--- config.mk ---
export PLATFORM = sky130hd
export DESIGN_NAME = tcdm_bank_resp_fifo
export DESIGN_NICKNAME = d
export VERILOG_FILES = /design/src/logic/tcdm_xbar_pkg.sv /design/src/logic/tcdm_mem_pkg.sv /design/src/logic/tcdm_bank_resp_fifo.sv
export VERILOG_INCLUDE_DIRS = /design/src /design/src/logic
export SDC_FILE = /design/constraint.sdc
export NUM_CORES = 1
export LEC_CHECK = 0
export BUFFER_PORTS_ARGS = -buffer_cell sky130_fd_sc_hd__buf_2
export CAP_MARGIN = 40
export CORE_UTILIZATION = 50
export DETAILED_ROUTE_END_ITERATION = 8
export PLACE_DENSITY = 0.77
export SLEW_MARGIN = 40
export SYNTH_ARGS = -nofsm -noshare
export SYNTH_HDL_FRONTEND = slang
export SYNTH_SLANG_ARGS = --single-unit
--- constraint.sdc ---
create_clock -name clk_i -period 3.7 [get_ports clk_i]
set_input_delay 0.74 -clock clk_i [delete_from_list [all_inputs] [get_ports clk_i]]
set_output_delay 0.74 -clock clk_i [all_outputs]
set_load 0.005 [all_outputs]
--- src/logic/tcdm_consts.svh ---
// Cluster-wide counts and widths, included by the packages and every RTL module
`ifndef TCDM_CONSTS_SVH
`define TCDM_CONSTS_SVH

// Cluster shape
`define TCDM_NUM_INI 4
`define TCDM_NUM_BANK 4

// Data path
`define TCDM_DATA_W 32
`define TCDM_BE_W 4

// Initiator byte address and its split
`define TCDM_ADDR_W 16
`define TCDM_BYTE_OFF_W 2
`define TCDM_BANK_ADDR_W 6   // 64 words per bank

// Response queue per bank
`define TCDM_FIFO_DEPTH 2

`endif

--- src/logic/tcdm_xbar_pkg.sv ---
// Interconnect-side types, imported by the crossbar, the interconnect wrapper and the top level
`include "tcdm_consts.svh"

package tcdm_xbar_pkg;

  // Which initiator issued a request
  typedef logic [$clog2(`TCDM_NUM_INI)-1:0] ini_idx_t;

  // Bank selector taken from the address
  typedef logic [$clog2(`TCDM_NUM_BANK)-1:0] bank_idx_t;

  // Full initiator byte address
  typedef logic [`TCDM_ADDR_W-1:0] byte_addr_t;

endpackage : tcdm_xbar_pkg

--- src/logic/tcdm_mem_pkg.sv ---
// Memory-side types for the banks and their response queues, imported where data is handled
`include "tcdm_consts.svh"

package tcdm_mem_pkg;

  typedef logic [`TCDM_DATA_W-1:0] data_t;           // One memory word
  typedef logic [`TCDM_BE_W-1:0] be_t;               // Byte enables, one per byte lane
  typedef logic [`TCDM_BANK_ADDR_W-1:0] bank_addr_t; // Word index inside a bank

  // Bank sequencing
  typedef enum logic [1:0] {
    IDLE,    // Ready for a new request
    WAIT,    // Burning wait states
    RESPOND  // Pushing the response word
  } bank_state_e;

endpackage : tcdm_mem_pkg

--- src/logic/tcdm_bank_resp_fifo.sv ---
// Per-bank response queue between a bank and the crossbar response side, one per bank in the cluster
`include "tcdm_consts.svh"

module tcdm_bank_resp_fifo import tcdm_xbar_pkg::*, tcdm_mem_pkg::*; #(
  parameter int unsigned Depth = `TCDM_FIFO_DEPTH
) (
  input  logic     clk_i,
  input  logic     rst_n_i,
  // Bank side
  input  logic     push_i,
  input  ini_idx_t push_ini_i,    // Destination initiator
  input  data_t    push_rdata_i,
  output logic     full_o,
  // Crossbar side
  output logic     valid_o,
  output ini_idx_t ini_o,
  output data_t    rdata_o,
  input  logic     ready_i
);

  localparam int unsigned PtrW = (Depth > 1) ? $clog2(Depth) : 1;
  localparam int unsigned CntW = $clog2(Depth + 1);

  ini_idx_t        ini_q   [Depth];
  data_t           rdata_q [Depth];
  logic [PtrW-1:0] wr_ptr_q;
  logic [PtrW-1:0] rd_ptr_q;
  logic [CntW-1:0] count_q;  // Occupancy
  logic            do_push;
  logic            do_pop;

  // Wrap at Depth, which need not be a power of two
  function automatic logic [PtrW-1:0] ptr_inc(input logic [PtrW-1:0] ptr);
    return (ptr == PtrW'(Depth - 1)) ? '0 : ptr + 1'b1;
  endfunction

  assign valid_o = count_q != '0;
  assign full_o  = count_q == CntW'(Depth);
  assign do_pop  = valid_o && ready_i;
  assign do_push = push_i && (!full_o || do_pop);  // Full but draining still takes a push
  assign ini_o   = ini_q[rd_ptr_q];
  assign rdata_o = rdata_q[rd_ptr_q];

  always_ff @(posedge clk_i or negedge rst_n_i) begin
    if (!rst_n_i) begin
      wr_ptr_q <= '0;
      rd_ptr_q <= '0;
      count_q  <= '0;
    end else begin
      if (do_push) wr_ptr_q <= ptr_inc(wr_ptr_q);
      if (do_pop) rd_ptr_q <= ptr_inc(rd_ptr_q);
      case ({do_push, do_pop})
        2'b10:   count_q <= count_q + 1'b1;
        2'b01:   count_q <= count_q - 1'b1;
        default: count_q <= count_q;  // Both or neither
      endcase
    end
  end

  // Storage
  always_ff @(posedge clk_i) begin
    if (do_push) begin
      ini_q[wr_ptr_q]   <= push_ini_i;
      rdata_q[wr_ptr_q] <= push_rdata_i;
    end
  end

endmodule : tcdm_bank_resp_fifo

# Yosys cells after proc, flatten, opt, wreduce, memory -nomap -nowiden
# Memory sizes are Yosys's and may differ from the RTL's.
# Index checks and enable logic that the tools add are counted.
# Widths: inputs -> output; s select.
# word_totals
ff_bits,4
latchBits,0
ramBits,68
rom_bits,0
output_inout_bits,36
elab_cells,23
mem_count,2
# op_classes
addsub,4
mul,0
div,0
n_lt_le_gt_ge,0
eq_ne,3
shifts,0
muxes,5
n_bitwise,0
n_reduce_logical,6
# memory_table
name,depth,word_bits,rd,rd_ports_with_merged_regs,write_ports,line,rtl
rdata_q,2,32,1,0,1,tcdm_bank_resp_fifo.sv:25,data_t rdata_q [Depth];
ini_q,2,2,1,0,1,tcdm_bank_resp_fifo.sv:24,ini_idx_t ini_q [Depth];
# op_table
op,count
$eq 2x2->1 const B,2
$mux 1,4
$pmux 2 s2,1
$reduce_bool 2->1,2
$add 1x1->1 const B,2
$add 2x1->2 const B,1
$eq 2x1->1 const B,1
$logic_and 1x1->1,2
$sub 2x1->2 const B,1
$logic_not 1->1,1
$logic_or 1x1->1,1

# Logic depth before layout (Yosys ltp)
# logic_depth
word_depth,6
ltp_mapped,6

# Worst setup path after synthesis
# OpenSTA, ideal clock, no wires.
# synth_timing
path_kind,input-to-reg
from,input ready_i
to,"memory ini_q[0][0] in the netlist's numbering, enable pin"
arrival_ns,2.249
required_time_ns,3.275
slack_ns,1.026
cell_stages,2
path_buffers,0
cell_sequence,o21ai_4 > nor2_1
# synth_between
elab_chain_cells,5
# synth_rtl
item,line,rtl
from (decl),tcdm_bank_resp_fifo.sv:18,input logic ready_i
$logic_and 1x1->1,tcdm_bank_resp_fifo.sv:39,assign do_pop = valid_o && ready_i;
$logic_or 1x1->1,tcdm_bank_resp_fifo.sv:40,assign do_push = push_i && (!full_o || do_pop);
$logic_and 1x1->1,tcdm_bank_resp_fifo.sv:40,
$mux 1,tcdm_bank_resp_fifo.sv:62,if (do_push) begin
$mux 1 (implied by the code),tcdm_bank_resp_fifo.sv:63,ini_q[wr_ptr_q] <= push_ini_i;
to (decl),tcdm_bank_resp_fifo.sv:24,
# Every way passes these cells.

# Worst setup path in the final report
# layout_timing
from,register rd_ptr_q
to,output rdata_o[23]
# layout_between
elab_chain_cells,1
# layout_rtl
item,line,rtl
from (decl),tcdm_bank_resp_fifo.sv:27,logic [PtrW-1:0] rd_ptr_q;
from (signal assigned),tcdm_bank_resp_fifo.sv:51,if (do_pop) rd_ptr_q <= ptr_inc(rd_ptr_q);
$mem_v2 2x32,n/a,
to (decl),tcdm_bank_resp_fifo.sv:17,"output data_t rdata_o,"
# Every way passes these cells.

==> flow_metrics.py <==
metrics = {
    "clocking": {
        "cts-hold-fix-buffers": 0,
        "cts_tree": "built",
        "cts_root_buffer": "clkbuf_8",
        "cts_sinks": 72,
        "clock_path_buffers": 2,
        "postCtsSetupBuffers": 0,
        "clk_latency_ps": 340,
        "cts.clk_slew.worst_paths_ps": 70,
        "numCtsBuffers": 9,
        "h-tree-depth": 3,
        "post_cts_resized": 0,
    },
    "critical_path": {
        "critical-path-max-stage-delay_ps": 610,
        "critPathTopFamily": "flip-flops",
        "cp-end-kind": "output port",
        "crit_buf_inv": 2,
        "crit_arrival_ps": 1850,
        "critPathMaxFanout": 25,
        "start_kind": "flip-flop",
        "crit_slowest_cell": "dfrtp_1",
        "crit_required_ps": 2960,
        "worstSetupPathType": "reg2out",
        "path_cells": "buf_4 -> mux2_2 -> buf_2",
    },
    "place": {
        "gp_congestion": 0.7340,
        "io_buffers": 73,
        "placedInstanceArea_sq_um": 3153,
        "post-dp-hpwl_mm": 3.129,
    },
    "global_routing": {
        "antenna_found_initial": 0,
        "grt_pass1_wl_mm": 6.299,
        "grt_overflow": 0,
        "grt_usage_pct": 16.50,
        "grt_max_degree": 26,
        "grt_pass1_vias": 1339,
    },
    "drt": {
        "route.detailed.drc": 0,
        "dr.pass1.iters": 4,
        "drt_iter0_markers": 30,
        "wirelength_mm": 4.373,
        "drt-wirelength-per-cell_um": 15.45,
        "ant_nets": 0,
        "drt-vias-per-instance": 4.901,
        "vias": 1387,
    },
    "power": {
        "vdd_drop_max_mv": 0.4526,
        "powerDensity_nw_per_um2": 731.4,
        "p_leak_nw": 1.275,
    },
    "yosys": {
        "synth_nets": 164,
        "ys_seq_area_share_pct": 79.55,
        "synth_seq_cells": 72,
        "syn_area_sq_um": 2693,
        "avgSynthCellArea_sq_um": 21.54,
        "synth_cell_types": 14,
        "synthesis.yosys.warnings": 0,
        "synth_cells": 125,
    },
    "timing": {
        "layout_worst_path_cycle_share_pct": 70.08,
        "max_slew_margin_pct": 60.24,
        "setup_viol": 0,
        "period_minus_slack_ps": 2593,
        "fin_tns_setup_ps": 0,
        "max_clock_freq_mhz": 385.6,
        "worst_pin_slew_ps": 595.0,
        "worst_clock_skew_ps": 6.988,
        "finalHoldViolations": 0,
        "finalMaxSlewViolations": 0,
        "grt_setup_unrepaired": "no",
    },
    "die": {
        "ios": 74,
        "die_area_sq_um": 5683,
        "die_w_um": 75.39,
        "dieHeight_um": 75.39,
        "rows": 26,
        "initial_core_util_pct": 52.39,
        "coreArea_sq_um": 5140,
    },
    "finish": {
        "multi_input_area_sq_um": 513.0,
        "diodes": 0,
        "layout.nets": 247,
        "fillers": 388,
        "design_area_sq_um": 3339,
        "layout_commonest_cell": "buf_2",
        "area.sequential_sq_um": 2142,
        "final_cell_mix": "buf_2 (73), edfxtp_1 (68), mux2_2 (32)",
        "areaGrowthSynthToFinish_pct": 24.02,
        "drive_above_1_share_pct": 60.09,
    },
    "job": {
        "maxCapViolations": 0,
    },
    "min_path": {
        "hold_path.class": "in2async",
    },
    "status": {
        "status": "completed",
    },
}
[layer usage]
metal  global-route usage (%)  routed length [um]  vias up  part of all wire (%)
met5                        0                   0        -                     0
met3                    4.894                 218       10                   5.0
met1                    17.52                1736      682                    40
li1                         -                   -      649                     -
met4                    11.52                 124        0                   2.8
met2                    28.27                2294       46                    52
[worst register-to-register path: stages, from the launching register on]
cell,delay (ps)
dfrtp_1,410
nand2b_4,170
o21ai_4,90
nor2_4,480
buf_8,250
[flip-flops by register name, summed over array words and instances (netlist names)]
name / flops
wr_ptr_q: 1
ini_q: 4
rdata_q: 64
count_q: 2
rd_ptr_q: 1
[Yosys cell counts]
cell type | instances | share of area [%]
ha_1 | 1 | 0.46
xnor2_1 | 3 | 0.98
nand2b_4 | 1 | 0.51
or2_4 | 1 | 0.33
mux2_1 | 2 | 0.84
mux2_2 | 32 | 13
nor2_1 | 3 | 0.42
inv_1 | 2 | 0.28
buf_6 | 4 | 1.7
o21ai_4 | 1 | 0.60
edfxtp_1 | 68 | 76
and2_4 | 1 | 0.33
dfrtp_1 | 4 | 3.7
xor2_1 | 2 | 0.65
[final cells by class]
class,count,share of cell area (%)
multi-input combinational,47,15.36
clock inverter,7,1.873
tap,70,2.623
sequential,72,64.14
clock buffer,9,3.709
timing repair buffer,76,12.06
inverter,2,0.2248
[logic make-up (layout without fill, tap and decap cells)]
| family | count (synthesis) | count (layout) | share of synthesized area [%] |
|---|---|---|---|
| and+or+nand+nor | 6 | 6 | 1.580 |
| adders and majority gates | 1 | 1 | 0.4646 |
| DFF | 72 | 72 | 79.55 |
| buffers and inverters | 6 | 94 | 1.952 |
| xor gates and xnor gates | 5 | 5 | 1.627 |
| muxes | 34 | 34 | 14.22 |
| AOI/OAI and AO/OA | 1 | 1 | 0.6043 |
[stage by stage]
| step | total power, mW | hold WS, ps | utilization (%) | std cells | setup slack (ps) |
|---|---|---|---|---|---|
| finish | 2.442 | 199.8 | 64.97 | 283 | 1107 |
| global route | 2.570 | 187.9 | 64.97 | 283 | 986.3 |
| CTS | 2.475 | 185.0 | 64.97 | 283 | 1063 |
| detailed placement | 1.905 | 549.4 | 61.34 | 267 | 1446 |
| global placement | 1.845 | 519.7 | 60.76 | 265 | 1505 |
| floorplan | 1.643 | 444.4 | - | 125 | 1026 |
[report_power, final]
part           internal (mW)  leakage, nW  switching (mW)  total [mW]
clock                  0.304       0.0901           0.262       0.566
sequential              1.10        0.682          0.0798        1.18
combinational          0.372        0.503           0.321       0.693
[final timing paths]
kind / start / depth (start not counted) / slack, ps / end
min in group clk_i: count_q[0]$_DFFE_PN0P_ / 1 / 550 / count_q[0]$_DFFE_PN0P_
hold / removal: rst_n_i / 1 / 200 / count_q[0]$_DFFE_PN0P_
setup reg to reg: count_q[0]$_DFFE_PN0P_ / 4 / 2000 / rdata_q[0][15]$_DFFE_PP_
hold reg to reg: count_q[0]$_DFFE_PN0P_ / 1 / 550 / count_q[0]$_DFFE_PN0P_
setup / recovery: rd_ptr_q$_DFFE_PN0P_ / 3 / 1110 / rdata_o[23]
max in group asynchronous: rst_n_i / 1 / 3380 / rd_ptr_q$_DFFE_PN0P_
Power figures use the tool's default switching activity.
