**config.mk**
```make
export PLATFORM = sky130hd
export DESIGN_NAME = variable_latency_interconnect
export DESIGN_NICKNAME = d
export VERILOG_FILES = /design/src/logic/tcdm_xbar_pkg.sv /design/src/logic/tcdm_mem_pkg.sv /design/src/logic/tcdm_xbar.sv /design/src/logic/variable_latency_interconnect.sv
export VERILOG_INCLUDE_DIRS = /design/src /design/src/logic
export SDC_FILE = /design/constraint.sdc
export NUM_CORES = 1
export LEC_CHECK = 0
export BUFFER_PORTS_ARGS = -buffer_cell sky130_fd_sc_hd__buf_2
export CAP_MARGIN = 30
export CELL_PAD_IN_SITES_DETAIL_PLACEMENT = 1
export CELL_PAD_IN_SITES_GLOBAL_PLACEMENT = 1
export CORE_AREA = 2 2 271 273
export CTS_CLUSTER_DIAMETER = 40
export DETAILED_ROUTE_END_ITERATION = 6
export DIE_AREA = 0 0 273 275
export PLACE_DENSITY_LB_ADDON = 0.1
export SYNTH_ARGS = -nofsm -noshare
export SYNTH_HDL_FRONTEND = slang
export SYNTH_HIERARCHICAL = 1
export SYNTH_SLANG_ARGS = --single-unit
```
**constraint.sdc**
```tcl
create_clock -name clk_i -period 3.64 [get_ports clk_i]
set_input_delay 0.364 -clock clk_i [delete_from_list [all_inputs] [get_ports clk_i]]
set_output_delay 0.364 -clock clk_i [all_outputs]
set_load 0.02 [all_outputs]
```
**src/logic/tcdm_consts.svh**
```systemverilog
// Cluster-wide counts and widths, included by the packages and every RTL module
`ifndef TCDM_CONSTS_SVH
`define TCDM_CONSTS_SVH

// Cluster shape
`define TCDM_NUM_INI 4
`define TCDM_NUM_BANK 4

// Data path
`define TCDM_DATA_W 32
`define TCDM_BE_W 4

// Initiator byte address and its split
`define TCDM_ADDR_W 16
`define TCDM_BYTE_OFF_W 2
`define TCDM_BANK_ADDR_W 6   // 64 words per bank

// Response queue per bank
`define TCDM_FIFO_DEPTH 2

`endif

```
**src/logic/tcdm_xbar_pkg.sv**
```systemverilog
// Interconnect-side types, imported by the crossbar, the interconnect wrapper and the top level
`include "tcdm_consts.svh"

package tcdm_xbar_pkg;

  // Which initiator issued a request
  typedef logic [$clog2(`TCDM_NUM_INI)-1:0] ini_idx_t;

  // Bank selector taken from the address
  typedef logic [$clog2(`TCDM_NUM_BANK)-1:0] bank_idx_t;

  // Full initiator byte address
  typedef logic [`TCDM_ADDR_W-1:0] byte_addr_t;

endpackage : tcdm_xbar_pkg

```
**src/logic/tcdm_mem_pkg.sv**
```systemverilog
// Memory-side types for the banks and their response queues, imported where data is handled
`include "tcdm_consts.svh"

package tcdm_mem_pkg;

  typedef logic [`TCDM_DATA_W-1:0] data_t;           // One memory word
  typedef logic [`TCDM_BE_W-1:0] be_t;               // Byte enables, one per byte lane
  typedef logic [`TCDM_BANK_ADDR_W-1:0] bank_addr_t; // Word index inside a bank

  // Bank sequencing
  typedef enum logic [1:0] {
    IDLE,    // Ready for a new request
    WAIT,    // Burning wait states
    RESPOND  // Pushing the response word
  } bank_state_e;

endpackage : tcdm_mem_pkg

```
**src/logic/tcdm_xbar.sv**
```systemverilog
// Crossbar with round-robin arbitration per bank and per initiator, wrapped by the interconnect
`include "tcdm_consts.svh"

module tcdm_xbar import tcdm_xbar_pkg::*, tcdm_mem_pkg::*; #(
  parameter int unsigned PayloadW = 1  // Width of the bundled request fields
) (
  input  logic                                      clk_i,
  input  logic                                      rst_n_i,
  // Initiator side
  input  logic      [`TCDM_NUM_INI-1:0]             req_valid_i,
  output logic      [`TCDM_NUM_INI-1:0]             req_ready_o,
  input  bank_idx_t [`TCDM_NUM_INI-1:0]             req_bank_i,     // Target bank
  input  logic      [`TCDM_NUM_INI-1:0][PayloadW-1:0] req_payload_i,
  output logic      [`TCDM_NUM_INI-1:0]             resp_valid_o,
  output data_t     [`TCDM_NUM_INI-1:0]             resp_rdata_o,
  input  logic      [`TCDM_NUM_INI-1:0]             resp_ready_i,
  // Bank side
  output logic      [`TCDM_NUM_BANK-1:0]            req_valid_o,
  output ini_idx_t  [`TCDM_NUM_BANK-1:0]            req_ini_o,      // Winner index
  output logic      [`TCDM_NUM_BANK-1:0][PayloadW-1:0] req_payload_o,
  input  logic      [`TCDM_NUM_BANK-1:0]            req_ready_i,
  input  logic      [`TCDM_NUM_BANK-1:0]            resp_valid_i,
  input  ini_idx_t  [`TCDM_NUM_BANK-1:0]            resp_ini_i,     // Response destination
  input  data_t     [`TCDM_NUM_BANK-1:0]            resp_rdata_i,
  output logic      [`TCDM_NUM_BANK-1:0]            resp_ready_o
);

  // Request arbitration state, one pointer per bank
  ini_idx_t  [`TCDM_NUM_BANK-1:0] req_rr_q;
  logic      [`TCDM_NUM_BANK-1:0] bank_hit;   // Some initiator wants this bank
  ini_idx_t  [`TCDM_NUM_BANK-1:0] bank_win;

  // Response arbitration state, one pointer per initiator
  bank_idx_t [`TCDM_NUM_INI-1:0]  resp_rr_q;
  logic      [`TCDM_NUM_INI-1:0]  ini_hit;
  bank_idx_t [`TCDM_NUM_INI-1:0]  ini_win;

  // Per-bank pick scans down so the one nearest the pointer is kept last
  always_comb begin
    ini_idx_t idx;
    bank_hit = '0;
    bank_win = '0;
    for (int b = 0; b < `TCDM_NUM_BANK; b++) begin
      for (int k = `TCDM_NUM_INI - 1; k >= 0; k--) begin
        idx = ini_idx_t'(req_rr_q[b] + k);  // Wraps at the initiator count
        if (req_valid_i[idx] && req_bank_i[idx] == bank_idx_t'(b)) begin
          bank_hit[b] = 1'b1;
          bank_win[b] = idx;
        end
      end
    end
  end

  // Forward the winner to each bank
  always_comb begin
    for (int b = 0; b < `TCDM_NUM_BANK; b++) begin
      req_valid_o[b]   = bank_hit[b];
      req_ini_o[b]     = bank_win[b];
      req_payload_o[b] = req_payload_i[bank_win[b]];
    end
  end

  // Grant goes back only to the winner, gated by the bank's ready
  always_comb begin
    for (int i = 0; i < `TCDM_NUM_INI; i++) begin
      req_ready_o[i] = bank_hit[req_bank_i[i]] &&
                       bank_win[req_bank_i[i]] == ini_idx_t'(i) &&
                       req_ready_i[req_bank_i[i]];
    end
  end

  // Per-initiator pick among banks holding a response for it
  always_comb begin
    bank_idx_t idx;
    ini_hit = '0;
    ini_win = '0;
    for (int i = 0; i < `TCDM_NUM_INI; i++) begin
      for (int k = `TCDM_NUM_BANK - 1; k >= 0; k--) begin
        idx = bank_idx_t'(resp_rr_q[i] + k);
        if (resp_valid_i[idx] && resp_ini_i[idx] == ini_idx_t'(i)) begin
          ini_hit[i] = 1'b1;
          ini_win[i] = idx;
        end
      end
    end
  end

  always_comb begin
    for (int i = 0; i < `TCDM_NUM_INI; i++) begin
      resp_valid_o[i] = ini_hit[i];
      resp_rdata_o[i] = resp_rdata_i[ini_win[i]];
    end
  end

  // Bank's response leaves only when its initiator picked it and takes it
  always_comb begin
    for (int b = 0; b < `TCDM_NUM_BANK; b++) begin
      resp_ready_o[b] = ini_hit[resp_ini_i[b]] &&
                        ini_win[resp_ini_i[b]] == bank_idx_t'(b) &&
                        resp_ready_i[resp_ini_i[b]];
    end
  end

  // Pointers step past the winner on each transfer
  always_ff @(posedge clk_i or negedge rst_n_i) begin
    if (!rst_n_i) begin
      req_rr_q  <= '0;
      resp_rr_q <= '0;
    end else begin
      for (int b = 0; b < `TCDM_NUM_BANK; b++) begin
        if (req_valid_o[b] && req_ready_i[b]) req_rr_q[b] <= bank_win[b] + 1'b1;
      end
      for (int i = 0; i < `TCDM_NUM_INI; i++) begin
        if (resp_valid_o[i] && resp_ready_i[i]) resp_rr_q[i] <= ini_win[i] + 1'b1;
      end
    end
  end

endmodule : tcdm_xbar

```
**src/logic/variable_latency_interconnect.sv**
```systemverilog
// Address decode and request bundling around the crossbar, instantiated once by the cluster
`include "tcdm_consts.svh"

module variable_latency_interconnect import tcdm_xbar_pkg::*, tcdm_mem_pkg::*; (
  input  logic                                clk_i,
  input  logic                                rst_n_i,
  // Initiator side
  input  logic       [`TCDM_NUM_INI-1:0]      req_valid_i,
  output logic       [`TCDM_NUM_INI-1:0]      req_ready_o,
  input  byte_addr_t [`TCDM_NUM_INI-1:0]      req_addr_i,
  input  logic       [`TCDM_NUM_INI-1:0]      req_wen_i,
  input  data_t      [`TCDM_NUM_INI-1:0]      req_wdata_i,
  input  be_t        [`TCDM_NUM_INI-1:0]      req_be_i,
  output logic       [`TCDM_NUM_INI-1:0]      resp_valid_o,
  input  logic       [`TCDM_NUM_INI-1:0]      resp_ready_i,
  output data_t      [`TCDM_NUM_INI-1:0]      resp_rdata_o,
  // Bank side
  output logic       [`TCDM_NUM_BANK-1:0]     bank_req_valid_o,
  input  logic       [`TCDM_NUM_BANK-1:0]     bank_req_ready_i,
  output ini_idx_t   [`TCDM_NUM_BANK-1:0]     bank_req_ini_o,
  output bank_addr_t [`TCDM_NUM_BANK-1:0]     bank_addr_o,
  output logic       [`TCDM_NUM_BANK-1:0]     bank_wen_o,
  output data_t      [`TCDM_NUM_BANK-1:0]     bank_wdata_o,
  output be_t        [`TCDM_NUM_BANK-1:0]     bank_be_o,
  input  logic       [`TCDM_NUM_BANK-1:0]     bank_resp_valid_i,
  output logic       [`TCDM_NUM_BANK-1:0]     bank_resp_ready_o,
  input  ini_idx_t   [`TCDM_NUM_BANK-1:0]     bank_resp_ini_i,
  input  data_t      [`TCDM_NUM_BANK-1:0]     bank_resp_rdata_i
);

  // wen, be, word address, data
  localparam int unsigned PayloadW = 1 + $bits(be_t) + $bits(bank_addr_t) + $bits(data_t);
  localparam int unsigned BankLsb  = `TCDM_BYTE_OFF_W;                // Bits 3:2
  localparam int unsigned WordLsb  = `TCDM_BYTE_OFF_W + $bits(bank_idx_t); // Bits 9:4

  bank_idx_t [`TCDM_NUM_INI-1:0]                 bank_sel;
  logic      [`TCDM_NUM_INI-1:0][PayloadW-1:0]   payload_ini;
  logic      [`TCDM_NUM_BANK-1:0][PayloadW-1:0]  payload_bank;

  // Byte offset and bits above the word address are dropped, so addresses alias
  for (genvar i = 0; i < `TCDM_NUM_INI; i++) begin : gen_ini
    assign bank_sel[i]    = req_addr_i[i][BankLsb +: $bits(bank_idx_t)];
    assign payload_ini[i] = {req_wen_i[i], req_be_i[i],
                             req_addr_i[i][WordLsb +: $bits(bank_addr_t)], req_wdata_i[i]};
  end

  for (genvar b = 0; b < `TCDM_NUM_BANK; b++) begin : gen_bank
    assign {bank_wen_o[b], bank_be_o[b], bank_addr_o[b], bank_wdata_o[b]} = payload_bank[b];
  end

  tcdm_xbar #(
    .PayloadW (PayloadW)
  ) i_xbar (
    .clk_i         (clk_i),
    .rst_n_i       (rst_n_i),
    .req_valid_i   (req_valid_i),
    .req_ready_o   (req_ready_o),
    .req_bank_i    (bank_sel),
    .req_payload_i (payload_ini),
    .resp_valid_o  (resp_valid_o),
    .resp_rdata_o  (resp_rdata_o),
    .resp_ready_i  (resp_ready_i),
    .req_valid_o   (bank_req_valid_o),
    .req_ini_o     (bank_req_ini_o),
    .req_payload_o (payload_bank),
    .req_ready_i   (bank_req_ready_i),
    .resp_valid_i  (bank_resp_valid_i),
    .resp_ini_i    (bank_resp_ini_i),
    .resp_rdata_i  (bank_resp_rdata_i),
    .resp_ready_o  (bank_resp_ready_o)
  );

endmodule : variable_latency_interconnect

```
## Word level (Yosys, flattened, before mapping)

Cells that the tools add are included.

- Bits in registers: 16
- Input bits: 366
- Output and inout bits: 324
- Logic and storage cells: 440

- $add $sub $neg: 32
- Magnitude comparators: 48
- Equal/unequal tests: 30
- Multiplexer cells: 256
- Reduce and logical (&&, ||, !) cells: 66

Operator list:

| operator | count |
|---|---|
| 43-bit binary-select mux with 2-bit select | 4 |
| 32-bit binary-select mux with 2-bit select | 4 |
| 43-bit two-way mux | 4 |
| 2-bit binary-select mux with 2-bit select | 40 |
| 2-bit by 3-bit < comparator with 1-bit output (second input constant) | 48 |
| 2-bit two-way mux | 72 |
| 32-bit two-way mux | 4 |
| 1-bit binary-select mux with 2-bit select | 48 |
| 1-bit two-way mux | 80 |
| 1-bit logical AND | 56 |
| 2-bit equality test (second input constant) | 20 |
| 2-bit by 1-bit adder with 2-bit output (second input constant) | 16 |
| 2-bit adder (second input constant) | 16 |
| 2-bit by 1-bit equality test with 1-bit output (second input constant) | 10 |
| 2-bit zero test | 10 |

## Logic depth before layout (Yosys ltp)

Gate-level depths: netlist (run 1).

- Depth in word-level cells: 14
- Gate-level depth with buffers: 10
- Gate-level depth less buffers: 7

## Least setup slack after synthesis (run 1)

No wires, ideal clock.

- Path kind: input -> output
- Start point: input bank_resp_ini_i[2] (netlist bit)
- End point: output bank_resp_ready_o[1]
- Arrival: 2.189 ns
- Data required time: 3.276 ns
- Setup slack: 1.087 ns
- Stages: 7
- Path buffers: 2
- Cells stage by stage: or3b_2 nor3b_1 o22ai_1 buf_2 buf_6 a222oi_1 a21boi_0

- Longest elaborated chain between the ends: 13
- Elaborated cells between the ends (all ways): 105
- Those cells by class: 13 x eq/ne; 70 x mux; 22 x reduce/logical

Ends and longest elaborated chain:

| item | line | text |
|---|---|---|
| from (decl) | variable_latency_interconnect.sv:27 | `` input ini_idx_t [`TCDM_NUM_BANK-1:0] bank_resp_ini_i, `` |
| 2-bit binary-select mux with 2-bit select | tcdm_xbar.sv:80 | `if (resp_valid_i[idx] && resp_ini_i[idx] == ini_idx_t'(i)) begin` |
| 2-bit two-way mux (not written as such) | tcdm_xbar.sv:80 |  |
| 2-bit by 1-bit equality test with 1-bit output, or another cell as far along | tcdm_xbar.sv:80 |  |
| 1-bit logical AND | tcdm_xbar.sv:80 |  |
| 2-bit two-way mux (4 in a row) | tcdm_xbar.sv:80 |  |
| 2-bit binary-select mux with 2-bit select | tcdm_xbar.sv:99 | `ini_win[resp_ini_i[b]] == bank_idx_t'(b) &&` |
| 2-bit two-way mux (not written as such) | tcdm_xbar.sv:99 |  |
| 2-bit by 1-bit equality test with 1-bit output | tcdm_xbar.sv:99 |  |
| 1-bit logical AND | tcdm_xbar.sv:98 | `resp_ready_o[b] = ini_hit[resp_ini_i[b]] &&` |
| 1-bit logical AND (*) | tcdm_xbar.sv:99 |  |
| to (decl) | variable_latency_interconnect.sv:26 | `` output logic [`TCDM_NUM_BANK-1:0] bank_resp_ready_o, `` |

Every way passes the cells marked *; elsewhere a longest branch is shown, timed or not. The select of a mux whose other input is x is not followed.

==> results.sh, run 1 <==
export IMPL_swShare_pct=62.7
export IMPL_p_sw_uw=3000
export IMPL_synth_warnings=6
export IMPL_path_cells="buf_2 > nand3b_1 > o21ai_0 > a221o_2 > clkinv_1 > buf_12 > a31oi_1 > buf_2"
export IMPL_crit_slowest_cell="a221o_2"
export IMPL_synthMostInstantiatedCell="nand2_1"
export IMPL_crit_top_cell="buf_2"
export IMPL_fmax_ghz=0.310
export IMPL_nets=2923
export IMPL_cp_startpoint="req_addr_i[2]"
export IMPL_synth_nets=2405
export IMPL_grt_max_degree=94
export IMPL_rows=99
export IMPL_avgRoutedWirePerCell_microns=22.8
export IMPL_yosys_top_cells_count="nand2_1, a31oi_1, a211oi_1"
export IMPL_cts_hold_buf=0
export IMPL_core_area_sq_um=72300
export IMPL_port_buffers=657
export IMPL_drtIter0Drc=833
export IMPL_worstPathArrival_ps=2860
export IMPL_relSlewSlack_pct=46.9
export IMPL_multi_input_area_sq_um=9960
export IMPL_cts_tree="done"
export IMPL_critical_path_class="primary input to output pin"
export IMPL_post_route_min_period_ps=3220
export IMPL_die_h_microns=275
export IMPL_cts_made_buffers=3
export IMPL_power_density_nw_per_um2=303
export IMPL_ys_seq_area_share_pct=3.59
export IMPL_cp_buffers_inverters=4
export IMPL_async_reset_ff_share_pct=100
export IMPL_area_delta_synth_final_pct=41.2
export IMPL_avgViaCountPerCell=5.08
export IMPL_synthFlopType="dfrtp_1"
export IMPL_cp_num_cells=8
export IMPL_cts_root_buffer_cell="clkbuf_16"
export IMPL_reg2reg_depth=7
export IMPL_tightest_slew_ps=793
export IMPL_clkSinkCount=16
export IMPL_synth_avg_cell_area_sq_um=5.48
export IMPL_outcome="finished clean"
export IMPL_final_setup_tns_ps=0
export IMPL_synth_edf_count=0
export IMPL_grt_first_pass_wirelength_microns=118000
export IMPL_dieArea_sq_um=75100
export IMPL_clkTransAtPathRegs_ps=60
export IMPL_overflow=0
export IMPL_clkPwrFrac_pct=4.9
export IMPL_crit_required_ps=3280
export IMPL_drv_slew=0
export IMPL_rr_startpoint="i_xbar/req_rr_q[3]"
export IMPL_synth_seq_cells=16
export IMPL_cts_resized=0
export IMPL_grt_pass1_vias=18300
export IMPL_first_pass_iters=5
export IMPL_cap_violations=0
export IMPL_ios=690
export IMPL_max_stage_delay_ps=640
export IMPL_cts_buffer_depth=2
export IMPL_seqPwrFrac_pct=5.9
export IMPL_dr_total_vias=18000
export IMPL_fin_skew_ps=0.539
export IMPL_cts_max_level=1
export IMPL_ir_drop_mv=0.142
export IMPL_p_int_uw=1780
export IMPL_synth_top_area_share_pct=27.0
export IMPL_setup_viol=0
export IMPL_syn_area_sq_um=11200
export IMPL_fin_crit_sh_pct=88.5
export IMPL_worst_setup_path_end_kind="output pin"
export IMPL_drive_gt1_share_pct=29.7
export IMPL_clk_latency_ps=260
export IMPL_min_path_type="primary input to asynchronous set/reset pin"
export IMPL_power_total_uw=4780
export IMPL_cts_setup_buffers=0
export IMPL_drc=0
export IMPL_grt_setup_unrepaired="no"
export IMPL_drtAntennaViolNets=0
export IMPL_p_leak_uw=0.00704
export IMPL_antenna_found_initial=28
export IMPL_synthTopCellsByArea="nand2_1, a31oi_1, a211oi_1"
export IMPL_synth_top_cell_by_area="nand2_1"
export IMPL_worstSetupStartpointType="primary input"
export IMPL_wl_microns=80500
export IMPL_combPwrFrac_pct=89.2
export IMPL_gp_congestion=0.832
export IMPL_cp_max_fo=44
export IMPL_synthCells=2039
export IMPL_crit_family="compound AO/OA/AOI/OAI gates"
export IMPL_seqCellArea_sq_um=400
export IMPL_fill_cells=9387
export IMPL_hpwl_microns=60500
export IMPL_fin_hold_ws_ps=61.0
export IMPL_die_w_microns=273
export IMPL_hold_viol=0
export IMPL_grt_usage_pct=20.0
export IMPL_synth_distinct_cells=62
export IMPL_initial_utilization_pct=15.4
[power groups by stage]
stage / logic (uW) / registers (uW) / clock network (uW)
after global placement: 4230 / 280 / 0
after CTS: 4320 / 280 / 246
after global routing: 4620 / 287 / 249
after detailed placement: 4300 / 282 / 0
after floorplan: 2510 / 258 / 0
final: 4260 / 280 / 234
[state kept, by name, summed over array words and instances, names as in the netlist]
signal and cells:
i_xbar/req_rr_q 8, i_xbar/resp_rr_q 8
[worst paths after layout]
check | end | slack, ps
worst max-delay path | bank_wdata_o[78] | 420
worst min-delay path | i_xbar/req_rr_q[6] | 60
worst max register to register | i_xbar/req_rr_q[3] | 1450
worst min register to register | i_xbar/resp_rr_q[6] | 550
max in group asynchronous | i_xbar/resp_rr_q[2] | 3240
min in group clk_i | i_xbar/resp_rr_q[4] | 420
[through the flow]
step           util, %  instances  area [sq um]  worst slack [ps]
3_3_place_gp      21.6       3511         15600               403
3_5_place_dp      21.6       3511         15600               341
2_1_floorplan        -       2039         11200              1090
4_1_cts           21.7       3514         15700               341
6_report          21.8       3535         15800               418
5_1_grt           21.8       3529         15800               207
[metal layers]
| metal | wire length, microns | vias to the layer above | global-route usage, % | share of wire [%] |
|---|---|---|---|---|
| met5 | 115 | - | 0 | 0.14 |
| met4 | 1710 | 18 | 4.98 | 2.1 |
| met3 | 4630 | 88 | 3.82 | 5.8 |
| met2 | 40800 | 515 | 36.6 | 51 |
| met1 | 33200 | 8963 | 23.8 | 41 |
| li1 | - | 8374 | - | - |
[cells in the final DEF (no fill, tap or decap), types with 3 or more instances in the layout]
master	Yosys	layout
a211oi_1	216	215
a21oi_1	9	8
a221o_2	0	3
a31oi_1	301	301
and2_0	3	3
and2_1	213	213
and3_1	89	89
and3b_1	6	6
buf_12	0	24
buf_2	55	657
buf_4	2	35
clkbuf_16	0	3
clkinv_2	0	3
dfrtp_1	16	16
diode_2	0	21
inv_1	6	6
mux4_2	8	8
nand2_1	802	802
nand2b_1	4	4
nand3_1	10	10
nand3b_1	14	14
nand4_1	5	5
nand4b_1	5	5
nor2_1	5	5
nor2b_1	4	4
nor3_1	8	8
nor3b_1	5	5
o21a_1	4	3
o21ai_0	29	28
o22ai_1	9	6
o22ai_4	0	3
or3b_1	4	4
or3b_2	3	3
xnor2_1	6	6
[area by class of cell]
cell class,instances,share of cell area [%]
multi-input cells,1808,63.2
flip-flops and latches,16,2.54
repair buffers,716,25.6
diodes,21,0.333
clock buffers,3,0.476
inverters,12,0.309
well taps,959,7.61
[cells by family (layout without fill, tap and decap cells)]
logic type | Yosys count | in the layout | share of synthesized area, %
and+or+nand+nor | 1189 | 1189 | 49.3
AOI/OAI and AO/OA | 603 | 603 | 36.7
buffers and inverters | 215 | 731 | 8.18
DFF | 16 | 16 | 3.58
muxes | 10 | 10 | 1.80
xor gates and xnor gates | 6 | 6 | 0.471
other | 0 | 21 | 0
No activity file was read; power rests on OpenSTA's default activity.
==> run 2: changes to the inputs <==
- CELL_PAD_IN_SITES_DETAIL_PLACEMENT: 1 -> 0
==> results.sh, run 2 (same netlist as run 1, synthesis figures left out) <==
export IMPL_relSlewSlack_pct=45.0
export IMPL_crit_family="buffers and inverters"
export IMPL_cp_max_fo=21
export IMPL_setup_viol=0
export IMPL_cts_max_level=1
export IMPL_drv_slew=0
export IMPL_ir_drop_mv=0.157
export IMPL_dr_total_vias=17800
export IMPL_hpwl_microns=57700
export IMPL_layout_common_cells="nand2_1, buf_2, a31oi_1, a211oi_1, and2_1"
export IMPL_fill_cells=8495
export IMPL_worst_setup_path_end_kind="output pin"
export IMPL_mostFrequentLayoutCell="nand2_1"
export IMPL_final_setup_tns_ps=0
export IMPL_clk_latency_ps=260
export IMPL_area_delta_synth_final_pct=41.3
export IMPL_cts_resized=0
export IMPL_path_cells="and4b_1 > nor3_1 > o22ai_4 > clkinv_2 > buf_4 > a211oi_1 > a31oi_1 > buf_2"
export IMPL_nets=2923
export IMPL_cts_tree="done"
export IMPL_hold_viol=0
export IMPL_tightest_slew_ps=822
export IMPL_p_leak_uw=0.00705
export IMPL_drc=0
export IMPL_rows=99
export IMPL_cts_hold_buf=0
export IMPL_ios=690
export IMPL_first_pass_iters=5
export IMPL_drtIter0Drc=1300
export IMPL_reg_largest_list="i_xbar/req_rr_q: 8 flops, i_xbar/resp_rr_q: 8 flops"
export IMPL_cts_root_buffer_cell="clkbuf_16"
export IMPL_cts_buffer_depth=2
export IMPL_clkSinkCount=16
export IMPL_avgRoutedWirePerCell_microns=22.0
export IMPL_grt_pass1_vias=16700
export IMPL_worstPathArrival_ps=2760
export IMPL_dieArea_sq_um=75100
export IMPL_cts_made_buffers=3
export IMPL_cap_violations=0
export IMPL_crit_slowest_cell="dfrtp_1"
export IMPL_worstSetupStartpointType="flop"
export IMPL_grt_usage_pct=19.1
export IMPL_port_buffers=657
export IMPL_cp_num_cells=8
export IMPL_grt_max_degree=94
export IMPL_overflow=0
export IMPL_avgViaCountPerCell=5.04
export IMPL_gp_congestion=0.832
export IMPL_initial_utilization_pct=15.4
export IMPL_seqCellArea_sq_um=400
export IMPL_fin_crit_sh_pct=85.9
export IMPL_stdcell_count=3532
export IMPL_reg2reg_depth=7
export IMPL_antenna_found_initial=24
export IMPL_placed_cells=3511
export IMPL_cts_setup_buffers=0
export IMPL_fmax_ghz=0.320
export IMPL_post_route_min_period_ps=3130
export IMPL_outcome="finished clean"
export IMPL_clkTransAtPathRegs_ps=60
export IMPL_die_w_microns=273
export IMPL_grt_first_pass_wirelength_microns=111000
export IMPL_grt_setup_unrepaired="no"
export IMPL_multi_input_area_sq_um=9960
export IMPL_drtAntennaViolNets=0
export IMPL_drive_gt1_share_pct=29.7
export IMPL_critical_path_class="flop to output pin"
export IMPL_power_density_nw_per_um2=303
export IMPL_crit_required_ps=3280
export IMPL_core_area_sq_um=72300
export IMPL_fin_skew_ps=1.65
export IMPL_min_path_type="primary input to asynchronous set/reset pin"
export IMPL_max_stage_delay_ps=470
export IMPL_cp_buffers_inverters=3
export IMPL_die_h_microns=275
export IMPL_wl_microns=77600
## run 2: changes by cell type in the layout (fill, tap and decap cells not counted), sizes merged
cell / delta
clkbuf: +1
diode: -4
## run 2: where the power goes
group	total, uW	leakage [uW]	internal (uW)	switching (uW)
Combinational	4230	0.00681	1420	2810
Sequential	279	0.000190	218	60.2
Clock	263	0.0000443	168	95.3
Total	4770	0.00705	1800	2970
## run 2: final cells by class
cell class                 instances  share of cell area (%)
multi-input combinational       1808                    63.2
timing repair buffer             716                    25.6
tap                              959                    7.61
sequential                        16                    2.54
clock buffer                       4                   0.563
inverter                          12                   0.309
antenna                           17                   0.270
## run 2: worst register-to-register path, delay by kind of cell, from the launching register on
family	cells	cell delay [ps]
DFF	1	470
and+or+nand+nor	2	340
buffers and inverters	2	750
AOI/OAI and AO/OA	2	330
xor gates and xnor gates	1	180
## run 2: per-layer routing
layer  vias up  global-route usage [%]  share of wire, %
li1       8364                       -                 -
met1      8633                    23.3                41
met2       700                    34.1                50
met3        99                    3.38               6.4
met4        12                    5.19               2.4
met5         -                       0             0.094
## run 2: final timing paths
path,startpoint,to,slack (ps)
setup / recovery,i_xbar/req_rr_q[3],bank_wdata_o[50],510
hold / removal,rst_n_i,i_xbar/req_rr_q[6],60
setup reg to reg,i_xbar/req_rr_q[3],i_xbar/req_rr_q[3],1450
hold reg to reg,i_xbar/resp_rr_q[6],i_xbar/resp_rr_q[6],540
max in group asynchronous,rst_n_i,i_xbar/resp_rr_q[2],3240
min in group clk_i,resp_ready_i[2],i_xbar/resp_rr_q[4],410
## run 2: stage by stage
step	hold WS [ps]	total power, uW	setup WS (ps)	instance area, sq um	util (%)
finish	57.2	4770	512	15800	21.8
global route	101	5140	348	15800	21.8
CTS	81.3	4820	440	15700	21.7
detailed placement	366	4540	438	15600	21.6
global placement	363	4510	403	15600	21.6
floorplan	68.4	2760	1090	11200	-
